===== config.mk =====
export PLATFORM = sky130hd
export DESIGN_NAME = gl_top
export DESIGN_NICKNAME = d
export VERILOG_FILES = /design/src/gl_pkg.sv /design/src/commit_unit.sv /design/src/exec_pipe.sv /design/src/gl_top.sv /design/src/graduation_list.sv
export SDC_FILE = /design/constraint.sdc
export NUM_CORES = 2
export LEC_CHECK = 0
export ABC_AREA = 0
export BUFFER_PORTS_ARGS = -buffer_cell sky130_fd_sc_hd__buf_4
export CAP_MARGIN = 20
export CORE_ASPECT_RATIO = 0.8
export CORE_MARGIN = 10
export CORE_UTILIZATION = 60
export DETAILED_ROUTE_END_ITERATION = 10
export PLACE_DENSITY = 0.78
export SLEW_MARGIN = 20
export SYNTH_ARGS = -nofsm -noshare
export SYNTH_HDL_FRONTEND = slang
export SYNTH_SLANG_ARGS = --single-unit

===== constraint.sdc =====
create_clock -name clk_i -period 6.8 [get_ports clk_i]
set_input_delay 1.02 -clock clk_i [delete_from_list [all_inputs] [get_ports clk_i]]
set_output_delay 1.02 -clock clk_i [all_outputs]
set_load 0.01 [all_outputs]

===== src/gl_pkg.sv =====
package gl_pkg;

    // Basic widths
    localparam int unsigned DATA_W     = 32;
    localparam int unsigned ADDR_W     = 32;
    localparam int unsigned GL_INDEX_W = 4;    // Up to 16 list entries
    localparam int unsigned NUM_WB     = 2;    // One writeback port per pipe

    typedef logic [DATA_W-1:0]     data_t;     // Operand and result
    typedef logic [ADDR_W-1:0]     addr_t;     // Program counter
    typedef logic [GL_INDEX_W-1:0] gl_index_t; // Graduation list entry

    // Operations known to the subsystem
    typedef enum logic [1:0] {
        OP_ADD   = 2'd0,
        OP_MUL   = 2'd1,
        OP_STORE = 2'd2
    } instr_type_e;

    // Kind of execution pipe
    typedef enum logic {
        ALU_UNIT = 1'b0,
        MUL_UNIT = 1'b1
    } unit_e;

    // Instruction as it arrives from the front end
    typedef struct packed {
        logic        valid;
        instr_type_e instr_type;
        addr_t       pc;
        data_t       src_a;
        data_t       src_b;
    } dispatch_t;

    // Graduation list entry, also used for the head output
    typedef struct packed {
        logic        valid;
        instr_type_e instr_type;
        addr_t       pc;
        data_t       result;
        logic        exc_valid;
    } gl_instruction_t;

    // Result returned by a pipe
    typedef struct packed {
        logic      valid;
        gl_index_t index;
        data_t     result;
        logic      exc_valid;
    } wb_t;

    // Retired instruction
    typedef struct packed {
        logic      valid;
        gl_index_t index;
        addr_t     pc;
        data_t     result;
        logic      exc_valid;
    } commit_t;

endpackage


===== src/commit_unit.sv =====
`timescale 1ns/10ps

module commit_unit import gl_pkg::*; (
    input  logic            clk_i,
    input  logic            rstn_i,
    input  gl_instruction_t instruction_i,   // Head from the graduation list
    input  gl_index_t       commit_index_i,
    input  logic            empty_i,
    output logic            read_head_o,
    output logic            flush_commit_o,
    output commit_t         commit_o,
    output logic [31:0]     retired_count_o
);

    logic        exc_commit;
    logic        good_commit;
    logic [31:0] retired_q;

    // Ask for the head whenever something is stored
    assign read_head_o = ~empty_i;

    assign exc_commit  = instruction_i.valid & instruction_i.exc_valid;
    assign good_commit = instruction_i.valid & ~instruction_i.exc_valid;

    assign flush_commit_o = exc_commit;  // Same cycle as the commit

    always_comb begin
        commit_o.valid     = instruction_i.valid;
        commit_o.index     = commit_index_i;
        commit_o.pc        = instruction_i.pc;
        commit_o.result    = instruction_i.result;
        commit_o.exc_valid = exc_commit;
    end

    // Retired instructions without an exception
    always_ff @(posedge clk_i or negedge rstn_i) begin
        if (!rstn_i) begin
            retired_q <= '0;
        end else if (good_commit) begin
            retired_q <= retired_q + 32'd1;
        end
    end

    assign retired_count_o = retired_q;

endmodule


===== src/exec_pipe.sv =====
`timescale 1ns/10ps

module exec_pipe import gl_pkg::*; #(
    parameter unit_e       UNIT    = ALU_UNIT,
    parameter int unsigned LATENCY = 1
) (
    input  logic      clk_i,
    input  logic      rstn_i,
    input  dispatch_t dispatch_i,
    input  logic      accept_i,  // Dispatch handshake this cycle
    input  gl_index_t index_i,   // Entry given by the graduation list
    input  logic      flush_i,
    output wb_t       wb_o
);

    // Operation handled by this pipe
    localparam instr_type_e UNIT_OP = (UNIT == ALU_UNIT) ? OP_ADD : OP_MUL;

    logic               take;
    data_t              result;
    logic               exc;
    wb_t                entry_wb;
    logic [LATENCY-1:0] valid_q;
    wb_t                stage_q [LATENCY];

    assign take = accept_i & dispatch_i.valid & (dispatch_i.instr_type == UNIT_OP);

    generate
        if (UNIT == ALU_UNIT) begin : g_alu
            assign result = dispatch_i.src_a + dispatch_i.src_b;
            // Operands agree in sign but the sum does not
            assign exc    = (dispatch_i.src_a[DATA_W-1] == dispatch_i.src_b[DATA_W-1]) &
                            (result[DATA_W-1] != dispatch_i.src_a[DATA_W-1]);
        end else begin : g_mul
            assign result = dispatch_i.src_a * dispatch_i.src_b; // Low half only
            assign exc    = 1'b0;
        end
    endgenerate

    always_comb begin
        entry_wb.valid     = take;
        entry_wb.index     = index_i;
        entry_wb.result    = result;
        entry_wb.exc_valid = exc;
    end

    always_ff @(posedge clk_i or negedge rstn_i) begin
        if (!rstn_i) begin
            valid_q <= '0;
        end else if (flush_i) begin
            valid_q <= '0;   // Kill everything in flight
        end else begin
            valid_q[0] <= entry_wb.valid;
            for (int k = 1; k < LATENCY; k++) begin
                valid_q[k] <= valid_q[k-1];
            end
        end
    end

    always_ff @(posedge clk_i) begin
        stage_q[0] <= entry_wb;
        for (int k = 1; k < LATENCY; k++) begin
            stage_q[k] <= stage_q[k-1];
        end
    end

    always_comb begin
        wb_o       = stage_q[LATENCY-1];
        wb_o.valid = valid_q[LATENCY-1];
    end

endmodule


===== src/gl_top.sv =====
`timescale 1ns/10ps

module gl_top import gl_pkg::*; #(
    parameter int unsigned NUM_ENTRIES = 16,
    parameter int unsigned MUL_LATENCY = 3
) (
    input  logic        clk_i,
    input  logic        rstn_i,
    input  dispatch_t   dispatch_i,
    output logic        dispatch_ready_o,
    output gl_index_t   assigned_index_o,
    output commit_t     commit_o,
    output logic [31:0] retired_count_o
);

    logic              accept;
    logic              gl_full;
    logic              gl_empty;
    logic              read_head;
    logic              flush_commit;
    gl_instruction_t   gl_in;
    gl_instruction_t   gl_head;
    gl_index_t         commit_index;
    wb_t [NUM_WB-1:0]  wb;

    // No room or flushing stops dispatch
    assign dispatch_ready_o = ~gl_full & ~flush_commit;
    assign accept           = dispatch_i.valid & dispatch_ready_o;

    // Entry written at the tail; a store carries its first operand as result
    always_comb begin
        gl_in.valid      = accept;
        gl_in.instr_type = dispatch_i.instr_type;
        gl_in.pc         = dispatch_i.pc;
        gl_in.result     = (dispatch_i.instr_type == OP_STORE) ? dispatch_i.src_a : '0;
        gl_in.exc_valid  = 1'b0;
    end

    graduation_list #(
        .NUM_ENTRIES (NUM_ENTRIES)
    ) u_graduation_list (
        .clk_i            (clk_i),
        .rstn_i           (rstn_i),
        .instruction_i    (gl_in),
        .read_head_i      (read_head),
        .wb_i             (wb),
        .flush_commit_i   (flush_commit),
        .assigned_index_o (assigned_index_o),
        .instruction_o    (gl_head),
        .commit_index_o   (commit_index),
        .full_o           (gl_full),
        .empty_o          (gl_empty)
    );

    exec_pipe #(
        .UNIT    (ALU_UNIT),
        .LATENCY (1)
    ) u_alu_pipe (
        .clk_i      (clk_i),
        .rstn_i     (rstn_i),
        .dispatch_i (dispatch_i),
        .accept_i   (accept),
        .index_i    (assigned_index_o),
        .flush_i    (flush_commit),
        .wb_o       (wb[0])
    );

    exec_pipe #(
        .UNIT    (MUL_UNIT),
        .LATENCY (MUL_LATENCY)
    ) u_mul_pipe (
        .clk_i      (clk_i),
        .rstn_i     (rstn_i),
        .dispatch_i (dispatch_i),
        .accept_i   (accept),
        .index_i    (assigned_index_o),
        .flush_i    (flush_commit),
        .wb_o       (wb[1])
    );

    commit_unit u_commit_unit (
        .clk_i           (clk_i),
        .rstn_i          (rstn_i),
        .instruction_i   (gl_head),
        .commit_index_i  (commit_index),
        .empty_i         (gl_empty),
        .read_head_o     (read_head),
        .flush_commit_o  (flush_commit),
        .commit_o        (commit_o),
        .retired_count_o (retired_count_o)
    );

endmodule


===== src/graduation_list.sv =====
`timescale 1ns/10ps

module graduation_list import gl_pkg::*; #(
    parameter int unsigned NUM_ENTRIES = 16 // Power of two, at most 2**GL_INDEX_W
) (
    input  logic                    clk_i,
    input  logic                    rstn_i,
    input  gl_instruction_t         instruction_i,    // New entry from dispatch
    input  logic                    read_head_i,      // Request for the oldest entry
    input  wb_t [NUM_WB-1:0]        wb_i,             // Results from the pipes
    input  logic                    flush_commit_i,   // Drop everything in flight
    output gl_index_t               assigned_index_o, // Entry given to the new instruction
    output gl_instruction_t         instruction_o,    // Head, one cycle after the read
    output gl_index_t               commit_index_o,
    output logic                    full_o,
    output logic                    empty_o
);

    localparam int unsigned IDX_W = $clog2(NUM_ENTRIES);

    // One slot is always kept free
    localparam logic [IDX_W:0] FULL_LEVEL = (IDX_W + 1)'(NUM_ENTRIES - 1);

    typedef logic [IDX_W-1:0] ptr_t;

    ptr_t                   head_q;
    ptr_t                   tail_q;
    logic [IDX_W:0]         count_q;     // One bit wider than the pointers
    logic [NUM_ENTRIES-1:0] finished_q;  // Entry has its result
    gl_instruction_t        entries_q [NUM_ENTRIES];

    logic                   write_en;
    logic                   read_en;
    logic                   is_store;
    ptr_t                   wb_ptr [NUM_WB];

    // Registered head output
    logic                   out_valid_q;
    gl_instruction_t        out_q;
    gl_index_t              out_index_q;

    assign is_store = (instruction_i.instr_type == OP_STORE);

    assign write_en = instruction_i.valid & (count_q < FULL_LEVEL) & ~flush_commit_i;

    // The head leaves only once it is finished
    assign read_en = read_head_i & (count_q != '0) & finished_q[head_q] & ~flush_commit_i;

    always_comb begin
        for (int i = 0; i < NUM_WB; i++) begin
            wb_ptr[i] = wb_i[i].index[IDX_W-1:0];
        end
    end

    always_ff @(posedge clk_i or negedge rstn_i) begin
        if (!rstn_i) begin
            head_q  <= '0;
            tail_q  <= '0;
            count_q <= '0;
        end else if (flush_commit_i) begin
            head_q  <= '0;
            tail_q  <= '0;
            count_q <= '0;
        end else begin
            if (write_en) begin
                tail_q <= tail_q + 1'b1;
            end
            if (read_en) begin
                head_q <= head_q + 1'b1;
            end
            case ({write_en, read_en})
                2'b10:   count_q <= count_q + 1'b1;
                2'b01:   count_q <= count_q - 1'b1;
                default: count_q <= count_q;  // Both or neither
            endcase
        end
    end

    // Stores are finished as soon as they are inserted
    always_ff @(posedge clk_i or negedge rstn_i) begin
        if (!rstn_i) begin
            finished_q <= '0;
        end else begin
            if (write_en) begin
                finished_q[tail_q] <= is_store;
            end
            for (int i = 0; i < NUM_WB; i++) begin
                if (wb_i[i].valid && !flush_commit_i) begin
                    finished_q[wb_ptr[i]] <= 1'b1;
                end
            end
        end
    end

    // Entry payload
    always_ff @(posedge clk_i) begin
        if (write_en) begin
            entries_q[tail_q] <= instruction_i;
        end
        for (int i = 0; i < NUM_WB; i++) begin
            if (wb_i[i].valid && !flush_commit_i) begin
                entries_q[wb_ptr[i]].result    <= wb_i[i].result;
                entries_q[wb_ptr[i]].exc_valid <= wb_i[i].exc_valid;
            end
        end
    end

    always_ff @(posedge clk_i or negedge rstn_i) begin
        if (!rstn_i) begin
            out_valid_q <= 1'b0;
        end else begin
            out_valid_q <= read_en;
        end
    end

    always_ff @(posedge clk_i) begin
        if (read_en) begin
            out_q       <= entries_q[head_q];
            out_index_q <= gl_index_t'(head_q);
        end
    end

    always_comb begin
        instruction_o       = out_q;
        instruction_o.valid = out_valid_q; // Low in cycles without a read
    end

    assign commit_index_o   = out_index_q;
    assign assigned_index_o = gl_index_t'(tail_q);
    assign full_o           = (count_q == FULL_LEVEL);
    assign empty_o          = (count_q == '0);

endmodule


# Yosys cells after proc, flatten, opt, wreduce, memory -nomap -nowiden
# Memory sizes are Yosys's and may differ from the RTL's. A register that Yosys moved wholly into a read port is not among the register bits.
# Index checks and enable logic that the tools add are counted.
# totals
ramBits,1240
memories,3
ff_bits,70
input_bits,101
# classes
mux,27
n_mul,1
n_addsub,6
reduce_logical,12
eq_ne,7
bitwise,19
order_cmp,8
# memory_table
memory,depth,word_bits,rd,rd_clocked_by_memory_dff,write_ports,line_no,source
u_graduation_list.entries_q,16,68,1,1,3,graduation_list.sv:30,gl_instruction_t entries_q [NUM_ENTRIES];
u_mul_pipe.stage_q,3,38,3,0,3,exec_pipe.sv:24,wb_t stage_q [LATENCY];
u_alu_pipe.stage_q,1,38,1,0,1,exec_pipe.sv:24,
# ops
cell,n
2-to-1 mux 16 bit,3
"adder 32 x 1 -> 32 bit, second input constant",1
adder 32 bit,1
multiplier 32 x 32 -> 32 bit,1
2-to-1 mux 32 bit,1
OR 16 bit,2
"< comparator 4 x 5 -> 1 bit, second input constant",4
bitwise mux 16 bit,1
2-to-1 mux 4 bit,4
bitwise AND 1 bit,13
demux 1 bit (select 4 bit),3
">= comparator 4 x 1 -> 1 bit, second input constant",3
2-to-1 mux 1 bit,11
one-hot mux 5 bit (2 select lines),1
"adder 4 x 1 -> 4 bit, second input constant",2
"adder 5 x 1 -> 5 bit, second input constant",1
"== test 5 x 4 -> 1 bit, second input constant",1
logical AND 1 bit,5
zero test 5 bit,1
"< comparator 5 x 4 -> 1 bit, second input constant",1
2-to-1 mux 5 bit,1
nonzero test 5 bit,1
"subtractor 5 x 1 -> 5 bit, second input constant",1
binary-select mux 1 bit (select 4 bit),1
other kinds (10),16

# Logic depth before layout (Yosys ltp)
# depth
word_depth,11
mapped_depth,27

# Modules after synthesis
# A second synthesis with hierarchy kept.
# unflattened
hier_cells,6804
hier_area_um2,79824.1
# modules_own_cells
mod,cells_each,seq_area_each_um2,area_per_inst_um2,n_inst
graduation_list,4393,35073.6,56412.9,1
exec_pipe (u_mul_pipe),1872,2237.1,18388.9,1
exec_pipe (u_alu_pipe),307,765.7,2715.1,1
commit_unit,191,800.8,1934.4,1
gl_top,41,0.0,372.9,1

# Worst setup path after synthesis
# OpenSTA, ideal clock, no wires.
# synth_timing
path_type,input to register
startpoint,input dispatch_i[45] (netlist bit)
endpoint,memory u_mul_pipe.stage_q[0][32] (netlist bit)
path_stages,26
arrival_time_ps,7528
path_buffers,3
slack_ps,-801
t_required_ps,6728
setup_time_ps,72
path_cell_list,clkbuf_1 -> clkbuf_1 -> nand2_1 -> fa_1 -> inv_1 -> fa_1 -> inv_1 -> fa_1 -> inv_1 -> fa_1 -> inv_1 -> fa_1 -> inv_1 -> fa_1 -> fa_1 -> fa_1 -> ha_1 -> clkbuf_1 -> and3_1 -> and2_1 -> and3_1 -> a221oi_2 -> a31oi_1 -> a21o_1 -> a21oi_1 -> xnor2_1
# synth_rtl
item,line_no,source
from (decl),gl_top.sv:9,"input dispatch_t dispatch_i,"
to (decl),exec_pipe.sv:24,

==> out/summary.log <==
INFO  power_and_ir_drop pwr-share-clk=12.8%
INFO  logic_synthesis post_synth_main_area_contributors=sky130_fd_sc_hd__edfxtp_1 (43%), sky130_fd_sc_hd__fa_1 (11%), sky130_fd_sc_hd__a21oi_1 (7.0%)
INFO  clocking       cts_hold_buffers=0
INFO  logic_synthesis mappedNetlistArea=77200um2
INFO  logic_synthesis postSynthCellCount=7083
INFO  place          placed_cells_incl_taps=8636
INFO  timing         worst_slack=0.125ns
INFO  worst_setup_path start_kind=primary input
INFO  worst_setup_path worstPathArrival=7.36ns
INFO  power_and_ir_drop power_frac_seq=22.1%
INFO  clocking       clk_path_buf_depth=3
INFO  place          io_buffer_count=207
INFO  timing         final.min_clock_period=6.68ns
INFO  power_and_ir_drop combinationalPowerShare=65.1%
INFO  place          gpl.final_weighted_congestion=0.946
INFO  worst_setup_path timing.critical_path.required=7.48ns
INFO  worst_setup_path endpoint_kind=flop
INFO  drt            wl_per_cell=28.0um
INFO  power_and_ir_drop power_switching_share=42.6%
INFO  clocking       cts.sinks=1316
INFO  logic_synthesis ys_seq_elements=1316
INFO  timing         clock.fmax=150MHz
INFO  power_and_ir_drop switchingPower=0.0224W
INFO  logic_synthesis syn-mean-instance-area=10.9um2
INFO  global_routing number_of_global_route_vias_before_repair=59.3k
INFO  clocking       cts_root_buf=sky130_fd_sc_hd__clkbuf_16
INFO  worst_setup_path crit_slowest_cell=sky130_fd_sc_hd__fa_1
INFO  clocking       cts.clk_slew.worst_paths=0.07ns
INFO  logic_synthesis synth-main-ff-cell=sky130_fd_sc_hd__edfxtp_1
INFO  timing         headroom_to_the_max_slew_limit=15.8%
INFO  logic_synthesis ys_seq_area_share=48.9%
INFO  finish         post_route_cells_drive_above_1_share=15.5%
INFO  timing         timing.final.max_slew_violations=0
INFO  timing         pin_slew_with_the_least_headroom_to_its_limit=1.26ns
INFO  finish         final_net_count=7720
INFO  global_routing antenna_found_initial=9
INFO  run_status     violations=DRC
INFO  place          dp.final_hpwl=149000um
INFO  timing         hold_violations=0
INFO  logic_synthesis number_of_enable_type_register_cells_in_the_synthesized_netlist=1109
INFO  floorplan      row_count=117
INFO  floorplan      floorplan.core_area=128000um2
INFO  global_routing grt_pass1_wl=369000um
INFO  timing         aggregate_negative_setup_slack=0ns
INFO  logic_synthesis yosys_warnings=0
INFO  floorplan      floorplan.initialDensity=60.5%
INFO  logic_synthesis synth_largest_area_cell=sky130_fd_sc_hd__edfxtp_1
INFO  timing         timing.final.crit_share=98.2%
INFO  worst_setup_path critical_path.most_common_cell=sky130_fd_sc_hd__fa_1
INFO  logic_synthesis synth_commonest_cells=sky130_fd_sc_hd__edfxtp_1 (1109), sky130_fd_sc_hd__a21oi_1 (1077), sky130_fd_sc_hd__nor3_1 (529), sky130_fd_sc_hd__nor2_1 (518), sky130_fd_sc_hd__nand2_1 (509)
INFO  logic_synthesis synth.net_count=7757
INFO  drt            vias_per_cell=6.69
INFO  run_status     outcome=complete, but fails checks
INFO  finish         n_fill_cell=8989
INFO  drt            drc_errors=3
INFO  power_and_ir_drop leakagePower=32.6nW
INFO  drt            drt_iter0_drc=10.6k
INFO  worst_setup_path slowest_delay=0.58ns
INFO  worst_setup_path crit_chain=buf_6 -> buf_8 -> buf_4 -> and2_4 -> fa_1 -> fa_1 -> inv_1 -> fa_1 -> fa_1 -> inv_2 -> fa_1 -> fa_1 -> fa_1 -> fa_1 -> ha_4 -> and3_4 -> and2_4 -> and3_4 -> a221oi_4 -> a31oi_4 -> a21o_1 -> a21oi_2 -> xnor2_1
INFO  hold_path      timing.hold.worst_path_depth=0
INFO  worst_setup_path worstSetupPathType=in -> reg
INFO  drt            wirelength=248000um
INFO  place          preCtsSetupSlack=-0.834ns
INFO  global_routing grt.overflow.total=0
INFO  logic_synthesis synth.lib_cells_used.distinct=70
INFO  clocking       clk-insertion-delay-late=0.76ns
INFO  hold_path      hp-class=reg -> reg
INFO  floorplan      die_width=421um
INFO  drt            drt_first_pass_iters=11
INFO  power_and_ir_drop internal_power=0.0303W
INFO  floorplan      io_pins=208
INFO  worst_setup_path timing.critical_path.from=dispatch_i[46]
INFO  place          detailed_place.area=81100um2
INFO  job            max_cap_violations=0
INFO  worst_setup_path cp_max_fo=5
INFO  logic_synthesis synth_most_common_cell=sky130_fd_sc_hd__edfxtp_1
INFO  clocking       tritoncts=yes
INFO  clocking       tritoncts.num_buffers=113
INFO  timing         fin_worst_skew=0.0302ns
INFO  worst_setup_path r2r_cells=12
INFO  floorplan      fp.dieH=341um
INFO  floorplan      die_area=143000um2
INFO  finish         finish.cell_count_without_fillers=8875
INFO  logic_synthesis ys_async_sr_fraction=5.02%
INFO  hold_path      hold_path_startpoint=u_mul_pipe.stage_q[0][18]
INFO  finish         final_area=85500um2
INFO  drt            via_count=59.4k
INFO  global_routing gr-usage-all-layers=33.7%
INFO  drt            postRouteAntennaNets=0
INFO  timing         setup_viol=0
INFO  logic_synthesis post-synth-top-area-fraction=43.1%
INFO  clocking       cts_htree_levels=3
INFO  power_and_ir_drop pwr_density_cell=616nW/um2
INFO  global_routing grt_max_degree=133
INFO  worst_setup_path timing.rr.start=u_graduation_list.head_q[1]
INFO  power_and_ir_drop peakVddDrop=2.59mV
INFO  finish         layout-area-overhead-vs-synth=10.8%
==> sequential cells by signal, indices dropped and copies added, names as in the netlist <==
register	cells
u_graduation_list.entries_q	1040
u_commit_unit.retired_count_o	32
u_alu_pipe.stage_q	37
u_graduation_list.commit_index_o	4
u_graduation_list.out_valid_q	1
u_mul_pipe.stage_q	104
u_graduation_list.instruction_o	65
u_alu_pipe.valid_q	1
u_mul_pipe.valid_q	3
u_graduation_list.head_q	4
u_graduation_list.finished_q	16
u_graduation_list.count_q	5
u_graduation_list.assigned_index_o	4
==> path summary, 6_finish.rpt <==
kind	end	slack [ns]
setup reg to reg	u_graduation_list.count_q[4]	1.69
hold reg to reg	u_mul_pipe.stage_q[0][56]	0.32
max in group asynchronous	u_graduation_list.head_q[2]	5.66
hold / removal	u_mul_pipe.stage_q[0][56]	0.32
setup / recovery	u_mul_pipe.stage_q[0][32]	0.12
min in group asynchronous	u_commit_unit.retired_count_o[21]	0.39
==> what timing repair did <==
action / CTS / global route
setup endpoints to repair: 3 / 8
buffers inserted: 1 / 15
pin swaps: 1 / 83
resized for setup: 3 / 88
==> area by class of cell <==
type / count / area (um2) / area share, %
well taps: 1725 / 2160 / 2.52
clock inverters: 57 / 599 / 0.701
inverters: 438 / 1650 / 1.93
flip-flops and latches: 1316 / 37800 / 44.2
multi-input cells: 4618 / 35500 / 41.6
repair buffers: 559 / 4530 / 5.30
clock buffers: 158 / 3240 / 3.78
diodes: 4 / 10.0 / 0.0117
==> routing by layer <==
| layer | vias to the layer above | routed length, um | track usage (%) |
|---|---|---|---|
| met5 | - | 55 | 0.167 |
| met2 | 5056 | 106000 | 49.4 |
| met1 | 28363 | 87000 | 44.4 |
| met4 | 4 | 17100 | 18.7 |
| li1 | 24739 | - | - |
| met3 | 1245 | 38100 | 10.9 |
==> kinds of logic (layout without fill, tap and decap cells) <==
logic type | after synthesis | in the layout | synth area share (%)
XOR/XNOR | 155 | 155 | 1.77
flip-flops | 1316 | 1316 | 48.9
buffers and inverters | 1149 | 1212 | 5.98
multiplexers | 403 | 403 | 7.47
AND/OR/NAND/NOR | 1961 | 1961 | 11.7
AO/OA/AOI/OAI | 1526 | 1526 | 10.8
adder cells (fa/ha/maj) | 573 | 573 | 13.3
other | 0 | 4 | 0
==> through the flow <==
stage / util, % / hold slack, ns / total power, W
final: 67.1 / 0.320 / 0.0527
after global routing: 67.1 / 0.331 / 0.0559
after CTS: 66.6 / 0.328 / 0.0499
after detailed placement: 63.6 / 0.312 / 0.0428
after global placement: 63.6 / 0.311 / 0.0418
after floorplan: - / 0.310 / 0.0315
==> power groups by stage <==
| stage | logic [W] | registers (W) | clock network, W |
|---|---|---|---|
| after floorplan | 0.0207 | 0.0107 | 0 |
| after global placement | 0.0302 | 0.0117 | 0 |
| after detailed placement | 0.0311 | 0.0117 | 0 |
| after CTS | 0.0316 | 0.0116 | 0.00672 |
| after global routing | 0.0371 | 0.0117 | 0.00704 |
| final | 0.0343 | 0.0117 | 0.00676 |
==> layout by cell type (no fill, tap or decap), drive strengths merged, types with 163 or more instances in the layout <==
master,synthesis,final
nor3,529,529
mux2i,204,204
and2,274,274
buf,230,559
nand2,515,515
fa,410,410
o21ai,222,222
inv,438,438
nor2,519,519
edfxtp,1109,1109
ha,163,163
a21oi,1078,1078
==> critical path, delay by kind of cell <==
family	cells	cell delay (ns)
AOI/OAI and AO/OA	4	0.81
xor gates and xnor gates	1	0.12
adders and majority gates	9	4.28
buffers and inverters	5	0.46
and+or+nand+nor	4	0.64
(Power assumes the default switching activity.)
